[config.mk]
export PLATFORM = sky130hd
export DESIGN_NAME = pinmux_top
export DESIGN_NICKNAME = d
export VERILOG_FILES = /design/src/rtl/pinmux_pkg.sv /design/src/rtl/pinmux_top.sv /design/src/rtl/pad_mux.sv /design/src/rtl/pwm_gen.sv /design/src/rtl/pinmux_timebase.sv
export VERILOG_INCLUDE_DIRS = /design/src /design/src/rtl
export SDC_FILE = /design/constraint.sdc
export NUM_CORES = 1
export LEC_CHECK = 0
export BUFFER_PORTS_ARGS = -buffer_cell sky130_fd_sc_hd__buf_4
export CORE_MARGIN = 3
export CORE_UTILIZATION = 58
export CTS_BUF_LIST = sky130_fd_sc_hd__clkbuf_4 sky130_fd_sc_hd__clkbuf_8
export DETAILED_ROUTE_END_ITERATION = 10
export GPL_TIMING_DRIVEN = 1
export PLACE_DENSITY = 0.84
export SLEW_MARGIN = 30
export SYNTH_ARGS = -nofsm -noshare
export SYNTH_HDL_FRONTEND = slang
export SYNTH_HIERARCHICAL = 1
export SYNTH_SLANG_ARGS = --single-unit
[constraint.sdc]
create_clock -name mclk_i -period 3.7 [get_ports mclk_i]
set_clock_uncertainty 0.2 [all_clocks]
set_input_delay 0.37 -clock mclk_i [delete_from_list [all_inputs] [get_ports mclk_i]]
set_output_delay 0.37 -clock mclk_i [all_outputs]
set_load 0.02 [all_outputs]
[src/rtl/pinmux_config.svh]
//////////////////////////////
// Pin mux configuration
// Pad count, channel count, field widths
// and fixed pad positions
//////////////////////////////

`ifndef PINMUX_CONFIG_SVH
`define PINMUX_CONFIG_SVH

// Sizes
`define PINMUX_PAD_CNT       8
`define PINMUX_PWM_CNT       2

// Field widths
`define PINMUX_PWM_DUR_W     16
`define PINMUX_US_DIV_W      10
`define PINMUX_MS_CNT_W      10

// Microsecond strobes per millisecond
`define PINMUX_US_PER_MS     1000

// Pad positions of the peripheral pins
`define PINMUX_PAD_UART_RXD  0
`define PINMUX_PAD_UART_TXD  1
`define PINMUX_PAD_PWM0      3
`define PINMUX_PAD_PWM1      4

`endif
[src/rtl/pinmux_pkg.sv]
//////////////////////////////
// Pin mux types
// Vector widths, config structs, PWM states
//////////////////////////////

`include "pinmux_config.svh"

package pinmux_pkg;

  // One bit per pad
  typedef logic [`PINMUX_PAD_CNT-1:0]   pad_vec_t;
  // PWM phase length in ms
  typedef logic [`PINMUX_PWM_DUR_W-1:0] pwm_dur_t;
  // Microsecond divider reload
  typedef logic [`PINMUX_US_DIV_W-1:0]  us_div_t;
  // Microsecond strobes seen within a ms
  typedef logic [`PINMUX_MS_CNT_W-1:0]  ms_cnt_t;
  // One bit per PWM channel
  typedef logic [`PINMUX_PWM_CNT-1:0]   pwm_vec_t;

  // PWM channel FSM
  typedef enum logic [1:0] {
    IDLE = 2'd0,
    HIGH = 2'd1,
    LOW  = 2'd2
  } pwm_state_e;

  // Per-channel PWM setup
  typedef struct packed {
    logic     enable;
    pwm_dur_t high;
    pwm_dur_t low;
  } pwm_cfg_t;

  // Pad setup, dir bit 1 means output
  typedef struct packed {
    pad_vec_t gpio_dir;
    pad_vec_t gpio_out;
    logic     uart_en;
    pwm_vec_t pwm_en;
  } pad_cfg_t;

endpackage

[src/rtl/pinmux_top.sv]
//////////////////////////////
// Pin mux top
// Timebase, two PWM channels, pad mux
//////////////////////////////

`timescale 1ns/1ps

module pinmux_top (
  input  logic                 mclk_i,
  input  logic                 rst_n_i,
  input  pinmux_pkg::us_div_t  us_div_i,
  input  pinmux_pkg::pwm_cfg_t pwm0_cfg_i,
  input  pinmux_pkg::pwm_cfg_t pwm1_cfg_i,
  input  pinmux_pkg::pad_cfg_t pad_cfg_i,
  input  pinmux_pkg::pad_vec_t pad_in_i,
  input  logic                 uart_txd_i,
  output logic                 pulse1m_o,
  output pinmux_pkg::pwm_vec_t pwm_wfm_o,
  output pinmux_pkg::pad_vec_t pad_out_o,
  output pinmux_pkg::pad_vec_t pad_oen_o,
  output pinmux_pkg::pad_vec_t gpio_in_o,
  output logic                 uart_rxd_o
);

  // ms strobe shared by both channels
  logic                 pulse1m;
  pinmux_pkg::pwm_vec_t pwm_wfm;

  pinmux_timebase u_timebase (
    .mclk_i    (mclk_i),
    .rst_n_i   (rst_n_i),
    .us_div_i  (us_div_i),
    .pulse1m_o (pulse1m)
  );

  // PWM channel 0, pad 3
  pwm_gen u_pwm0 (
    .mclk_i    (mclk_i),
    .rst_n_i   (rst_n_i),
    .pulse1m_i (pulse1m),
    .cfg_i     (pwm0_cfg_i),
    .wfm_o     (pwm_wfm[0])
  );

  // PWM channel 1, pad 4
  pwm_gen u_pwm1 (
    .mclk_i    (mclk_i),
    .rst_n_i   (rst_n_i),
    .pulse1m_i (pulse1m),
    .cfg_i     (pwm1_cfg_i),
    .wfm_o     (pwm_wfm[1])
  );

  pad_mux u_pad_mux (
    .cfg_i      (pad_cfg_i),
    .pwm_wfm_i  (pwm_wfm),
    .uart_txd_i (uart_txd_i),
    .pad_in_i   (pad_in_i),
    .pad_out_o  (pad_out_o),
    .pad_oen_o  (pad_oen_o),
    .gpio_in_o  (gpio_in_o),
    .uart_rxd_o (uart_rxd_o)
  );

  assign pulse1m_o = pulse1m;
  assign pwm_wfm_o = pwm_wfm;

endmodule

[src/rtl/pad_mux.sv]
//////////////////////////////
// Pad multiplexer
// Out, oen and input routing per pad
//////////////////////////////

`timescale 1ns/1ps

`include "pinmux_config.svh"

module pad_mux (
  input  pinmux_pkg::pad_cfg_t cfg_i,
  input  pinmux_pkg::pwm_vec_t pwm_wfm_i,
  input  logic                 uart_txd_i,
  input  pinmux_pkg::pad_vec_t pad_in_i,
  output pinmux_pkg::pad_vec_t pad_out_o,
  output pinmux_pkg::pad_vec_t pad_oen_o,
  output pinmux_pkg::pad_vec_t gpio_in_o,
  output logic                 uart_rxd_o
);

  //////////////////////////////
  // Output and enable select
  //////////////////////////////
  // oen is active low
  // GPIO first, peripherals override
  always_comb begin
    for (int i = 0; i < `PINMUX_PAD_CNT; i++) begin
      if (cfg_i.gpio_dir[i]) begin
        pad_out_o[i] = cfg_i.gpio_out[i];
        pad_oen_o[i] = 1'b0;
      end else begin
        pad_out_o[i] = 1'b0;
        pad_oen_o[i] = 1'b1;
      end
    end

    // UART pair
    if (cfg_i.uart_en) begin
      // RXD is a pure input
      pad_out_o[`PINMUX_PAD_UART_RXD] = 1'b0;
      pad_oen_o[`PINMUX_PAD_UART_RXD] = 1'b1;
      pad_out_o[`PINMUX_PAD_UART_TXD] = uart_txd_i;
      pad_oen_o[`PINMUX_PAD_UART_TXD] = 1'b0;
    end

    // PWM outputs, same priority on both pads
    if (cfg_i.pwm_en[0]) begin
      pad_out_o[`PINMUX_PAD_PWM0] = pwm_wfm_i[0];
      pad_oen_o[`PINMUX_PAD_PWM0] = 1'b0;
    end
    if (cfg_i.pwm_en[1]) begin
      pad_out_o[`PINMUX_PAD_PWM1] = pwm_wfm_i[1];
      pad_oen_o[`PINMUX_PAD_PWM1] = 1'b0;
    end
  end

  //////////////////////////////
  // Input side
  //////////////////////////////
  // GPIO sees every pad
  assign gpio_in_o  = pad_in_i;

  // Receive data only while UART owns the pad
  assign uart_rxd_o = cfg_i.uart_en & pad_in_i[`PINMUX_PAD_UART_RXD];

endmodule

[src/rtl/pwm_gen.sv]
//////////////////////////////
// PWM channel
// High/low FSM stepped by ms pulses
//////////////////////////////

`timescale 1ns/1ps

module pwm_gen (
  input  logic                 mclk_i,
  input  logic                 rst_n_i,
  input  logic                 pulse1m_i,
  input  pinmux_pkg::pwm_cfg_t cfg_i,
  output logic                 wfm_o
);

  pinmux_pkg::pwm_state_e state_q;
  pinmux_pkg::pwm_dur_t   cnt_q;
  pinmux_pkg::pwm_dur_t   high_last;
  pinmux_pkg::pwm_dur_t   low_last;

  // Terminal counts, durations are at least 1
  assign high_last = cfg_i.high - 1'b1;
  assign low_last  = cfg_i.low - 1'b1;

  //////////////////////////////
  // Phase FSM
  //////////////////////////////
  always_ff @(posedge mclk_i or negedge rst_n_i) begin
    if (!rst_n_i) begin
      state_q <= pinmux_pkg::IDLE;
      cnt_q   <= '0;
    end else if (!cfg_i.enable) begin
      // Disable wins from any state
      state_q <= pinmux_pkg::IDLE;
      cnt_q   <= '0;
    end else begin
      case (state_q)
        pinmux_pkg::IDLE: begin
          // Start with a high phase
          state_q <= pinmux_pkg::HIGH;
          cnt_q   <= '0;
        end
        pinmux_pkg::HIGH: begin
          if (pulse1m_i) begin
            if (cnt_q == high_last) begin
              state_q <= pinmux_pkg::LOW;
              cnt_q   <= '0;
            end else begin
              cnt_q <= cnt_q + 1'b1;
            end
          end
        end
        pinmux_pkg::LOW: begin
          if (pulse1m_i) begin
            if (cnt_q == low_last) begin
              state_q <= pinmux_pkg::HIGH;
              cnt_q   <= '0;
            end else begin
              cnt_q <= cnt_q + 1'b1;
            end
          end
        end
        default: begin
          // Unused encoding, recover to idle
          state_q <= pinmux_pkg::IDLE;
          cnt_q   <= '0;
        end
      endcase
    end
  end

  // Waveform straight from state, no extra delay
  assign wfm_o = (state_q == pinmux_pkg::HIGH);

endmodule

[src/rtl/pinmux_timebase.sv]
//////////////////////////////
// Pin mux timebase
// Programmable us strobe and the
// derived one-cycle ms pulse
//////////////////////////////

`timescale 1ns/1ps

`include "pinmux_config.svh"

module pinmux_timebase (
  input  logic                mclk_i,
  input  logic                rst_n_i,
  input  pinmux_pkg::us_div_t us_div_i,
  output logic                pulse1m_o
);

  // Last strobe count before the ms pulse
  localparam pinmux_pkg::ms_cnt_t MS_LAST = pinmux_pkg::ms_cnt_t'(`PINMUX_US_PER_MS - 1);

  pinmux_pkg::us_div_t us_cnt_q;
  logic                pulse1u_q;
  pinmux_pkg::ms_cnt_t ms_cnt_q;
  logic                pulse1m_q;

  //////////////////////////////
  // Microsecond strobe
  //////////////////////////////
  // Period is us_div_i + 1 cycles
  // Compare with >= so a smaller reload takes effect at once
  always_ff @(posedge mclk_i or negedge rst_n_i) begin
    if (!rst_n_i) begin
      us_cnt_q  <= '0;
      pulse1u_q <= 1'b0;
    end else if (us_cnt_q >= us_div_i) begin
      us_cnt_q  <= '0;
      pulse1u_q <= 1'b1;
    end else begin
      us_cnt_q  <= us_cnt_q + 1'b1;
      pulse1u_q <= 1'b0;
    end
  end

  //////////////////////////////
  // Millisecond pulse
  //////////////////////////////
  // Counts strobes, pulse follows the 1000th one
  always_ff @(posedge mclk_i or negedge rst_n_i) begin
    if (!rst_n_i) begin
      ms_cnt_q  <= '0;
      pulse1m_q <= 1'b0;
    end else begin
      pulse1m_q <= 1'b0;
      if (pulse1u_q) begin
        if (ms_cnt_q == MS_LAST) begin
          ms_cnt_q  <= '0;
          pulse1m_q <= 1'b1;
        end else begin
          ms_cnt_q  <= ms_cnt_q + 1'b1;
        end
      end
    end
  end

  assign pulse1m_o = pulse1m_q;

endmodule

### After elaboration in Yosys (flattened, before gate mapping)

Index checks and enable logic that the tools add are counted.

| cells by class | value |
|---|---|
| mux-type cells | 51 |
| $lt $le $gt $ge | 1 |
| bitwise logic cells | 1 |
| reductions and logical operators | 6 |
| eq/ne operators | 17 |
| add/subtract/negate cells | 8 |

Operators with widths:

| kind | count |
|---|---|
| $mux 16 | 10 |
| $eq 16x16->1 | 4 |
| $pmux 16 s2 | 2 |
| $sub 16x1->16 const B | 4 |
| $add 16x1->16 const B | 2 |
| $mux 2 | 12 |
| $mux 1 | 23 |
| $add 10x1->10 const B | 2 |
| $mux 10 | 2 |
| $ne 3x3->1 const B | 6 |
| $pmux 2 s3 | 2 |
| $eq 10x10->1 const B | 1 |
| $ge 10x10->1 | 1 |
| $reduce_and 4->1 | 2 |
| $ne 3x2->1 const B | 2 |
| $eq 2x1->1 const B | 2 |
| $eq 2x2->1 const B | 2 |
| $logic_not 2->1 | 2 |
| $reduce_and 2->1 | 2 |
| $and 1x1->1 | 1 |

| word-level totals | value |
|---|---|
| bits in registers | 58 |
| input bits | 106 |

### Logic depth before layout (Yosys ltp)

Gate-level depths: netlist of the first run.

| logic depth | value |
|---|---|
| depth after elaboration | 6 |
| gate-level depth with buffers | 15 |
| mapped depth without buffers | 10 |

### Hierarchy

The synthesis of the first run kept the hierarchy.

By module, submodules not included:

| module | cells each | seq. area each (um^2) | times used | area each (um^2) |
|---|---|---|---|---|
| pwm_gen (u_pwm1) | 320 | 450.4 | 1 | 2,464.9 |
| pwm_gen (u_pwm0) | 283 | 450.4 | 1 | 2,229.6 |
| pinmux_timebase | 126 | 550.5 | 1 | 1,323.8 |
| pad_mux | 32 | 0.0 | 1 | 180.2 |

### Worst setup path after synthesis of the first run

OpenSTA, ideal clock, no wires.

| timing | value |
|---|---|
| path type | input-to-reg |
| start | input port pwm0_cfg_i[5] (netlist bit) |
| end | register u_pwm0.state_q[1] |
| cell stages on the path | 10 |
| arrival time | 3.051 ns |
| setup time | 0.123 ns |
| path slack | 0.326 ns |
| cell sequence | or4_1 buf_2 or4_4 or3_1 a211oi_1 nand4b_1 o31ai_4 buf_6 nand2_1 o221a_1 |

| on the way | value |
|---|---|
| cells in the longest elaborated chain, start to end | 4 |

RTL lines:

| what | line | source |
|---|---|---|
| start: declaration | pinmux_top.sv:12 | `input pinmux_pkg::pwm_cfg_t pwm0_cfg_i,` |
| $sub 16x1->16 | pwm_gen.sv:23 | `assign low_last = cfg_i.low - 1'b1;` |
| $eq 16x16->1 | pwm_gen.sv:55 | `if (cnt_q == low_last) begin` |
| $ne 3x2->1 (no line) | -- |  |
| $reduce_and 4->1 (no line) | -- |  |
| end signal: assignment | pwm_gen.sv:30 | `state_q <= pinmux_pkg::IDLE;` |
| end signal: assignment | pwm_gen.sv:56 | `state_q <= pinmux_pkg::HIGH;` |
| end signal: assignment | pwm_gen.sv:65 | `state_q <= pinmux_pkg::IDLE;` |
| end: declaration | pwm_gen.sv:16 | `pinmux_pkg::pwm_state_e state_q;` |

Every way passes these cells.
A chain may end at the register's enable or synchronous reset.

### Worst setup path after layout of the first run

| timing | value |
|---|---|
| start | input port pwm0_cfg_i[0] (netlist bit) |
| end | register u_pwm0.cnt_q[0] |

| on the way | value |
|---|---|
| cells in the longest elaborated chain, start to end | 6 |

RTL lines:

| what | line | source |
|---|---|---|
| $sub 16x1->16 | pwm_gen.sv:23 |  |
| $eq 16x16->1 | pwm_gen.sv:55 |  |
| $mux 16 | pwm_gen.sv:55 |  |
| $mux 16 | pwm_gen.sv:54 | `if (pulse1m_i) begin` |
| $pmux 16 s2 | pwm_gen.sv:37 | `case (state_q)` |
| $mux 16 | pwm_gen.sv:32 | `end else if (!cfg_i.enable) begin` |
| end signal: assignment | pwm_gen.sv:49 | `cnt_q <= cnt_q + 1'b1;` |
| end signal: assignment | pwm_gen.sv:59 | `cnt_q <= cnt_q + 1'b1;` |
| end: declaration | pwm_gen.sv:17 | `pinmux_pkg::pwm_dur_t cnt_q;` |

Every way passes these cells. The select of a mux whose other input is x is not followed.

==> results.yml, run 1 <==
die:
  core_um2: 10400
  die_x_um: 109
  rows: 37
  die_area_um2: 12000
  die_y_um: 109
  initial_core_util: 0.598
  ios: 134
yosys:
  ys_ff_latch: 58
  synth_nets: 893
  synth_edf_count: 0
  synth.distinct_cells: 89
  synth_warnings: 6
  seq_area_frac_synth: 0.234
  synth_area_um2: 6200
  syn_inst: 761
  synth-async-reset-ratio: 1.00
  syn_avg_cell_area_um2: 8.15
  synth_ff_type: "dfrtp_1"
global_route:
  use_met2: 0.469
  grt_util_all_layers: 0.271
  grt_pass1_vias: 5583
  top_usage_layer: "met2"
  antenna_found_initial: 0
  overflow: 0
  grtUsageMet1: 0.342
  grt_use_met3: 0.0499
  grt_pass1_wl_mm: 26.3
  grt_start_max_net_pins: 59
clocking:
  cts_buffer_depth: 2
  post-cts-setup-buffers: 0
  clock-sinks: 58
  cts_buffers: 9
  path_clk_slew_ps: 70
  h-tree-depth: 3
  clock_latency_ps: 340
  cts-root-buf: "clkbuf_8"
  cts_tree: "yes"
route:
  antenna_left: 0
  vias: 6147
  wl_per_cell_um: 16.7
  drc: 0
  avgViaCountPerCell: 6.23
  dr.pass1.iters: 5
  totalWireLength_mm: 16.5
  drt_iter0_drc: 529
power_and_ir_drop:
  pwr-share-seq: 0.361
  netSwitchingPower_mw: 0.853
  p_clk_frac: 0.254
  p_leak_nw: 3.17
  switching_share: 0.375
  pwr-share-comb: 0.385
  powerDensity_nw_per_um2: 312
  worst_ir_drop_vdd_uv: 325
  p_int_mw: 1.42
worst_hold_path:
  hold_start: "pwm0_cfg_i[32]"
  hold_class: "in2reg"
sta:
  worst_slack_ps: 352
  tightest_slew_ps: 825
  period_needed_ps: 3350
  maxSlewViolCount: 0
  hold_violations: 0
  setup-violations-final: 0
  fmax_mhz: 299
  grt_setup_unrepaired: "no"
  tns_ps: 0
  min_period_over_period: 0.905
  relSlewSlack: 0.450
cells_and_area:
  nets: 980
  area_growth_pct: 17.6
  mostFrequentLayoutCell: "buf_4"
  antenna_cells: 0
  drive_above_1_share: 0.229
  layout_common_cells: "buf_4 (131), nand2_1 (70), dfrtp_1 (58)"
worst_setup_path:
  r2r-end: "u_pwm1/cnt_q[10]"
  cp-end-kind: "flip-flop"
  criticalPathCategory: "in2reg"
  arrival_ps: 3360
  crit_path_end: "u_pwm0/cnt_q[0]"
  worst_setup_path_start_kind: "input pin"
  critPathMaxFanout: 19
  ff2ff_path_depth: 8
  required_ps: 3720
  timing.rr.start: "u_pwm1/cnt_q[12]"
  crit_path_start: "pwm0_cfg_i[0]"
  r2r_setup_slack_ps: 580
placement:
  gp_congestion: 0.967
  place_ws_ps: 77.4
  dp.final_hpwl_mm: 12.6
  io_buffers: 119
run:
  drv_cap: 0
outcome:
  status: "completed"
==> power groups by stage <==
stage          Combinational (mW)  Sequential (mW)  Clock (mW)
6_report                    0.876            0.822       0.577
5_1_grt                     0.968            0.832       0.622
4_1_cts                     0.872            0.820       0.591
3_5_place_dp                0.868            0.829           0
3_3_place_gp                0.815            0.823           0
2_1_floorplan               0.591            0.796           0
==> layout make-up <==
type                            count  area [µm²]
Clock inverter                      3        40.0
Multi-Input combinational cell    602        4280
Fill cell                         851        3080
Sequential cell                    58        1450
Timing Repair Buffer              134        1030
Tap cell                          136         170
Clock buffer                       11         151
Inverter                           43         161
==> worst max-delay path, cell delays in order <==
cell and delay, ps:
buf_4 140, inv_1 50, ha_1 280, or4b_2 710, nor4_1 390, a211oi_1 120, a211oi_1 230, nand4b_1 190
o31ai_4 260, buf_12 180, a21oi_1 120, mux2_2 310
==> through the flow <==
step                      hold slack (ps)   util  cells  power [mW]  instance area [µm²]
after floorplan                      -126      -    761        1.39                 6200
after global placement                271  0.683    972        1.64                 7090
after detailed placement              290  0.683    972        1.70                 7090
after CTS                            86.3  0.703    987        2.28                 7290
after global routing                 84.2  0.703    987        2.42                 7290
final                                98.8  0.703    987        2.28                 7290
==> Yosys cell counts (12+ instances only) <==
master	number	area share
a211oi_1	13	0.016
xnor2_1	50	0.071
xor2_1	42	0.059
nor3_1	31	0.025
nor4_1	22	0.022
nand2b_1	20	0.020
dfrtp_1	58	0.23
o21ai_0	14	0.011
and3_1	12	0.012
nand3_1	21	0.017
inv_1	43	0.026
nand4_1	15	0.015
clkbuf_1	34	0.021
nor2_1	45	0.027
nand2_1	70	0.042
a21oi_1	22	0.018
or3_1	18	0.018
ha_1	26	0.052
==> logic make-up (layout without fill, tap and decap cells) <==
group | after synthesis | count (layout) | share of synthesized area
multiplexers | 4 | 4 | 0.00666
adder cells (fa/ha/maj) | 26 | 26 | 0.0525
XOR/XNOR | 94 | 94 | 0.136
buffers and inverters | 101 | 191 | 0.0761
AO/OA/AOI/OAI | 159 | 159 | 0.199
AND/OR/NAND/NOR | 319 | 319 | 0.295
flip-flops | 58 | 58 | 0.234
==> routing by layer <==
| layer | wire length [µm] | share of wire |
|---|---|---|
| met5 | 0 | 0 |
| met4 | 385 | 0.023 |
| met3 | 1100 | 0.067 |
| met2 | 8320 | 0.50 |
| met1 | 6730 | 0.41 |
==> state kept, by name, summed over array words and instances (netlist names) <==
register and flops:
u_pwm0/cnt_q 16, u_pwm1/cnt_q 16, u_timebase/ms_cnt_q 10, u_timebase/us_cnt_q 10, u_pwm0/state_q 2, u_pwm1/state_q 2, u_timebase/pulse1m_o 1, u_timebase/pulse1u_q 1
==> repair_timing <==
action,CTS,global route
hold buffers,1,0
endpoints found under the hold margin,58,0
setup endpoints to repair,0,0
resized for setup,0,0
==> worst min path at each step <==
stage	end	slack, ps	depth (start not counted)
after global routing	u_pwm0/state_q[1]	80	2
after floorplan	u_pwm0/cnt_q[0]	-130	0
final	u_pwm0/state_q[1]	100	2
after global placement	u_pwm1/cnt_q[1]	270	1
after detailed placement	u_pwm1/cnt_q[1]	290	1
after CTS	u_pwm0/state_q[1]	90	2
No activity file was read; power rests on OpenSTA's default activity.
==> run 2: changes to the inputs <==
--- a/config.mk
+++ b/config.mk
@@ -7,12 +7,14 @@
 export NUM_CORES = 1
 export LEC_CHECK = 0
 export BUFFER_PORTS_ARGS = -buffer_cell sky130_fd_sc_hd__buf_4
+export CELL_PAD_IN_SITES_DETAIL_PLACEMENT = 0
+export CELL_PAD_IN_SITES_GLOBAL_PLACEMENT = 1
 export CORE_MARGIN = 3
-export CORE_UTILIZATION = 58
+export CORE_UTILIZATION = 42
 export CTS_BUF_LIST = sky130_fd_sc_hd__clkbuf_4 sky130_fd_sc_hd__clkbuf_8
 export DETAILED_ROUTE_END_ITERATION = 10
 export GPL_TIMING_DRIVEN = 1
-export PLACE_DENSITY = 0.84
+export PLACE_DENSITY = 0.83
 export SLEW_MARGIN = 30
 export SYNTH_ARGS = -nofsm -noshare
 export SYNTH_HDL_FRONTEND = slang
==> run 2 against run 1 <==
  * Via count down 2.1%
  * Largest cell class unchanged
  * Clock power up 18%
  * Total power rose by 3.6%
==> results.yml, run 2 (synthesized netlist as in run 1, its figures left out) <==
clocking:
  cts_resized: 0
  postCtsHoldBufs: 1
  cts_buffer_depth: 2
  cts-root-buf: "clkbuf_8"
  clock_latency_ps: 330
  path_clk_slew_ps: 60
  h-tree-depth: 3
  post-cts-setup-buffers: 0
  cts_buffers: 9
  cts_tree: "yes"
  clock-sinks: 58
cells_and_area:
  fin_area_um2: 7390
  antenna_cells: 0
  layout_common_cells: "buf_4 (136), nand2_1 (70), dfrtp_1 (58)"
  mostFrequentLayoutCell: "buf_4"
  area_growth_pct: 19.2
  nets: 983
  fillers: 1343
  top_regs: "u_pwm0/cnt_q x16, u_pwm1/cnt_q x16"
  drive_above_1_share: 0.234
route:
  antenna_left: 0
  dr.pass1.iters: 5
  totalWireLength_mm: 16.9
  wl_per_cell_um: 16.3
  met3WireLength_um: 824
  vias: 6020
  drt_iter0_drc: 377
  top_layer: "met4"
  drc: 0
  avgViaCountPerCell: 5.81
  met2_length_mm: 8.43
  wl_met1_mm: 7.53
power_and_ir_drop:
  worst_ir_drop_vdd_uv: 192
  p_leak_nw: 3.19
  powerDensity_nw_per_um2: 319
die:
  die_y_um: 127
  die_area_um2: 16300
  die_x_um: 127
  initial_core_util: 0.438
  ios: 134
  core_um2: 14100
  rows: 43
global_route:
  antenna_found_initial: 0
  overflow: 0
  grt_util_all_layers: 0.202
  grt_pass1_vias: 5817
  grt_start_max_net_pins: 59
  grt_pass1_wl_mm: 27.7
placement:
  gp_congestion: 0.930
  dp.final_hpwl_mm: 12.9
  placed_cell_area_um2: 7140
  io_buffers: 119
worst_setup_path:
  cp_top_family: "simple AND/OR/NAND/NOR gates"
  cp-end-kind: "flip-flop"
  crit_slowest_cell: "or4b_2"
  arrival_ps: 3350
  crit_path_frequent_cell: "buf_4"
  criticalPathCategory: "in2reg"
  r2r_setup_slack_ps: 650
  path_buf_inv: 3
  worst_setup_path_start_kind: "input pin"
  cp_slowest_stage_delay_ps: 730
  required_ps: 3770
  critical_path.cell_chain: "buf_4, inv_1, ha_1, or4b_2, nor3_1, xnor2_1, nor4_1, nand4b_1, o31ai_4, buf_4, nor3b_1, o221a_1"
  critPathMaxFanout: 10
sta:
  grt_setup_unrepaired: "no"
  tightest_slew_ps: 863
  maxSlewViolCount: 0
  setup-violations-final: 0
  tns_ps: 0
  period_needed_ps: 3290
  hold_violations: 0
  relSlewSlack: 0.424
  fmax_mhz: 304
  min_period_over_period: 0.888
outcome:
  status: "completed"
worst_hold_path:
  hold_class: "in2reg"
run:
  drv_cap: 0
-- run 2: cell count changes in the layout (fill, tap and decap cells not counted) --
cell and delta:
buf_12 -2, buf_4 +5, bufinv_16 +1, clkbuf_8 +1, clkinv_2 -1, clkinvlp_4 +1
-- run 2: cell type report --
| type | instances | area, µm² | share of cell area |
|---|---|---|---|
| multi-input combinational | 602 | 4280 | 0.579 |
| sequential | 58 | 1450 | 0.196 |
| timing repair buffer | 137 | 1030 | 0.140 |
| tap | 180 | 225 | 0.0305 |
| clock buffer | 12 | 165 | 0.0224 |
| inverter | 43 | 161 | 0.0218 |
| clock inverter | 4 | 72.6 | 0.00982 |
-- run 2: final timing paths --
path                                     endpoint                    from  cells after the start
hold / removal                  u_pwm0/state_q[1]          pwm0_cfg_i[32]                      2
max in group asynchronous         u_pwm0/cnt_q[9]                 rst_n_i                      2
setup reg to reg                  u_pwm1/cnt_q[8]        u_pwm1/cnt_q[12]                      8
hold reg to reg            u_timebase/ms_cnt_q[4]  u_timebase/ms_cnt_q[4]                      1
setup / recovery                u_pwm0/state_q[1]           pwm0_cfg_i[0]                     12
min in group asynchronous         u_pwm1/cnt_q[8]                 rst_n_i                      2
-- run 2: report_power, final --
part	total, mW	leakage, nW	switching, mW	internal, mW
logic	0.857	2.28	0.487	0.369
registers	0.819	0.792	0.109	0.709
clock network	0.681	0.119	0.248	0.433
total	2.36	3.19	0.845	1.51
-- run 2: worst reg2reg max path: stages, from the launching register on --
cell and delay, ps:
dfrtp_1 510, xnor2_1 440, xnor2_1 130, a31oi_1 180
nor3_1 60, o32ai_1 220, o31a_1 610, o21ai_2 270
o311ai_1 330
-- run 2: stage by stage --
stage	setup WS (ps)	instances	power, mW	hold slack, ps	utilization
6_report	413	1036	2.36	111	0.522
5_1_grt	218	1036	2.52	90.6	0.522
4_1_cts	429	1036	2.38	91.3	0.522
3_5_place_dp	71.3	1019	1.69	301	0.505
3_3_place_gp	83.2	1019	1.64	287	0.505
2_1_floorplan	326	761	1.39	-126	-
-- run 2: layer usage --
metal	track usage	vias up
met3	0.0347	10
met2	0.350	158
met1	0.266	2888
met4	0.0404	0
met5	0	-
li1	-	2964
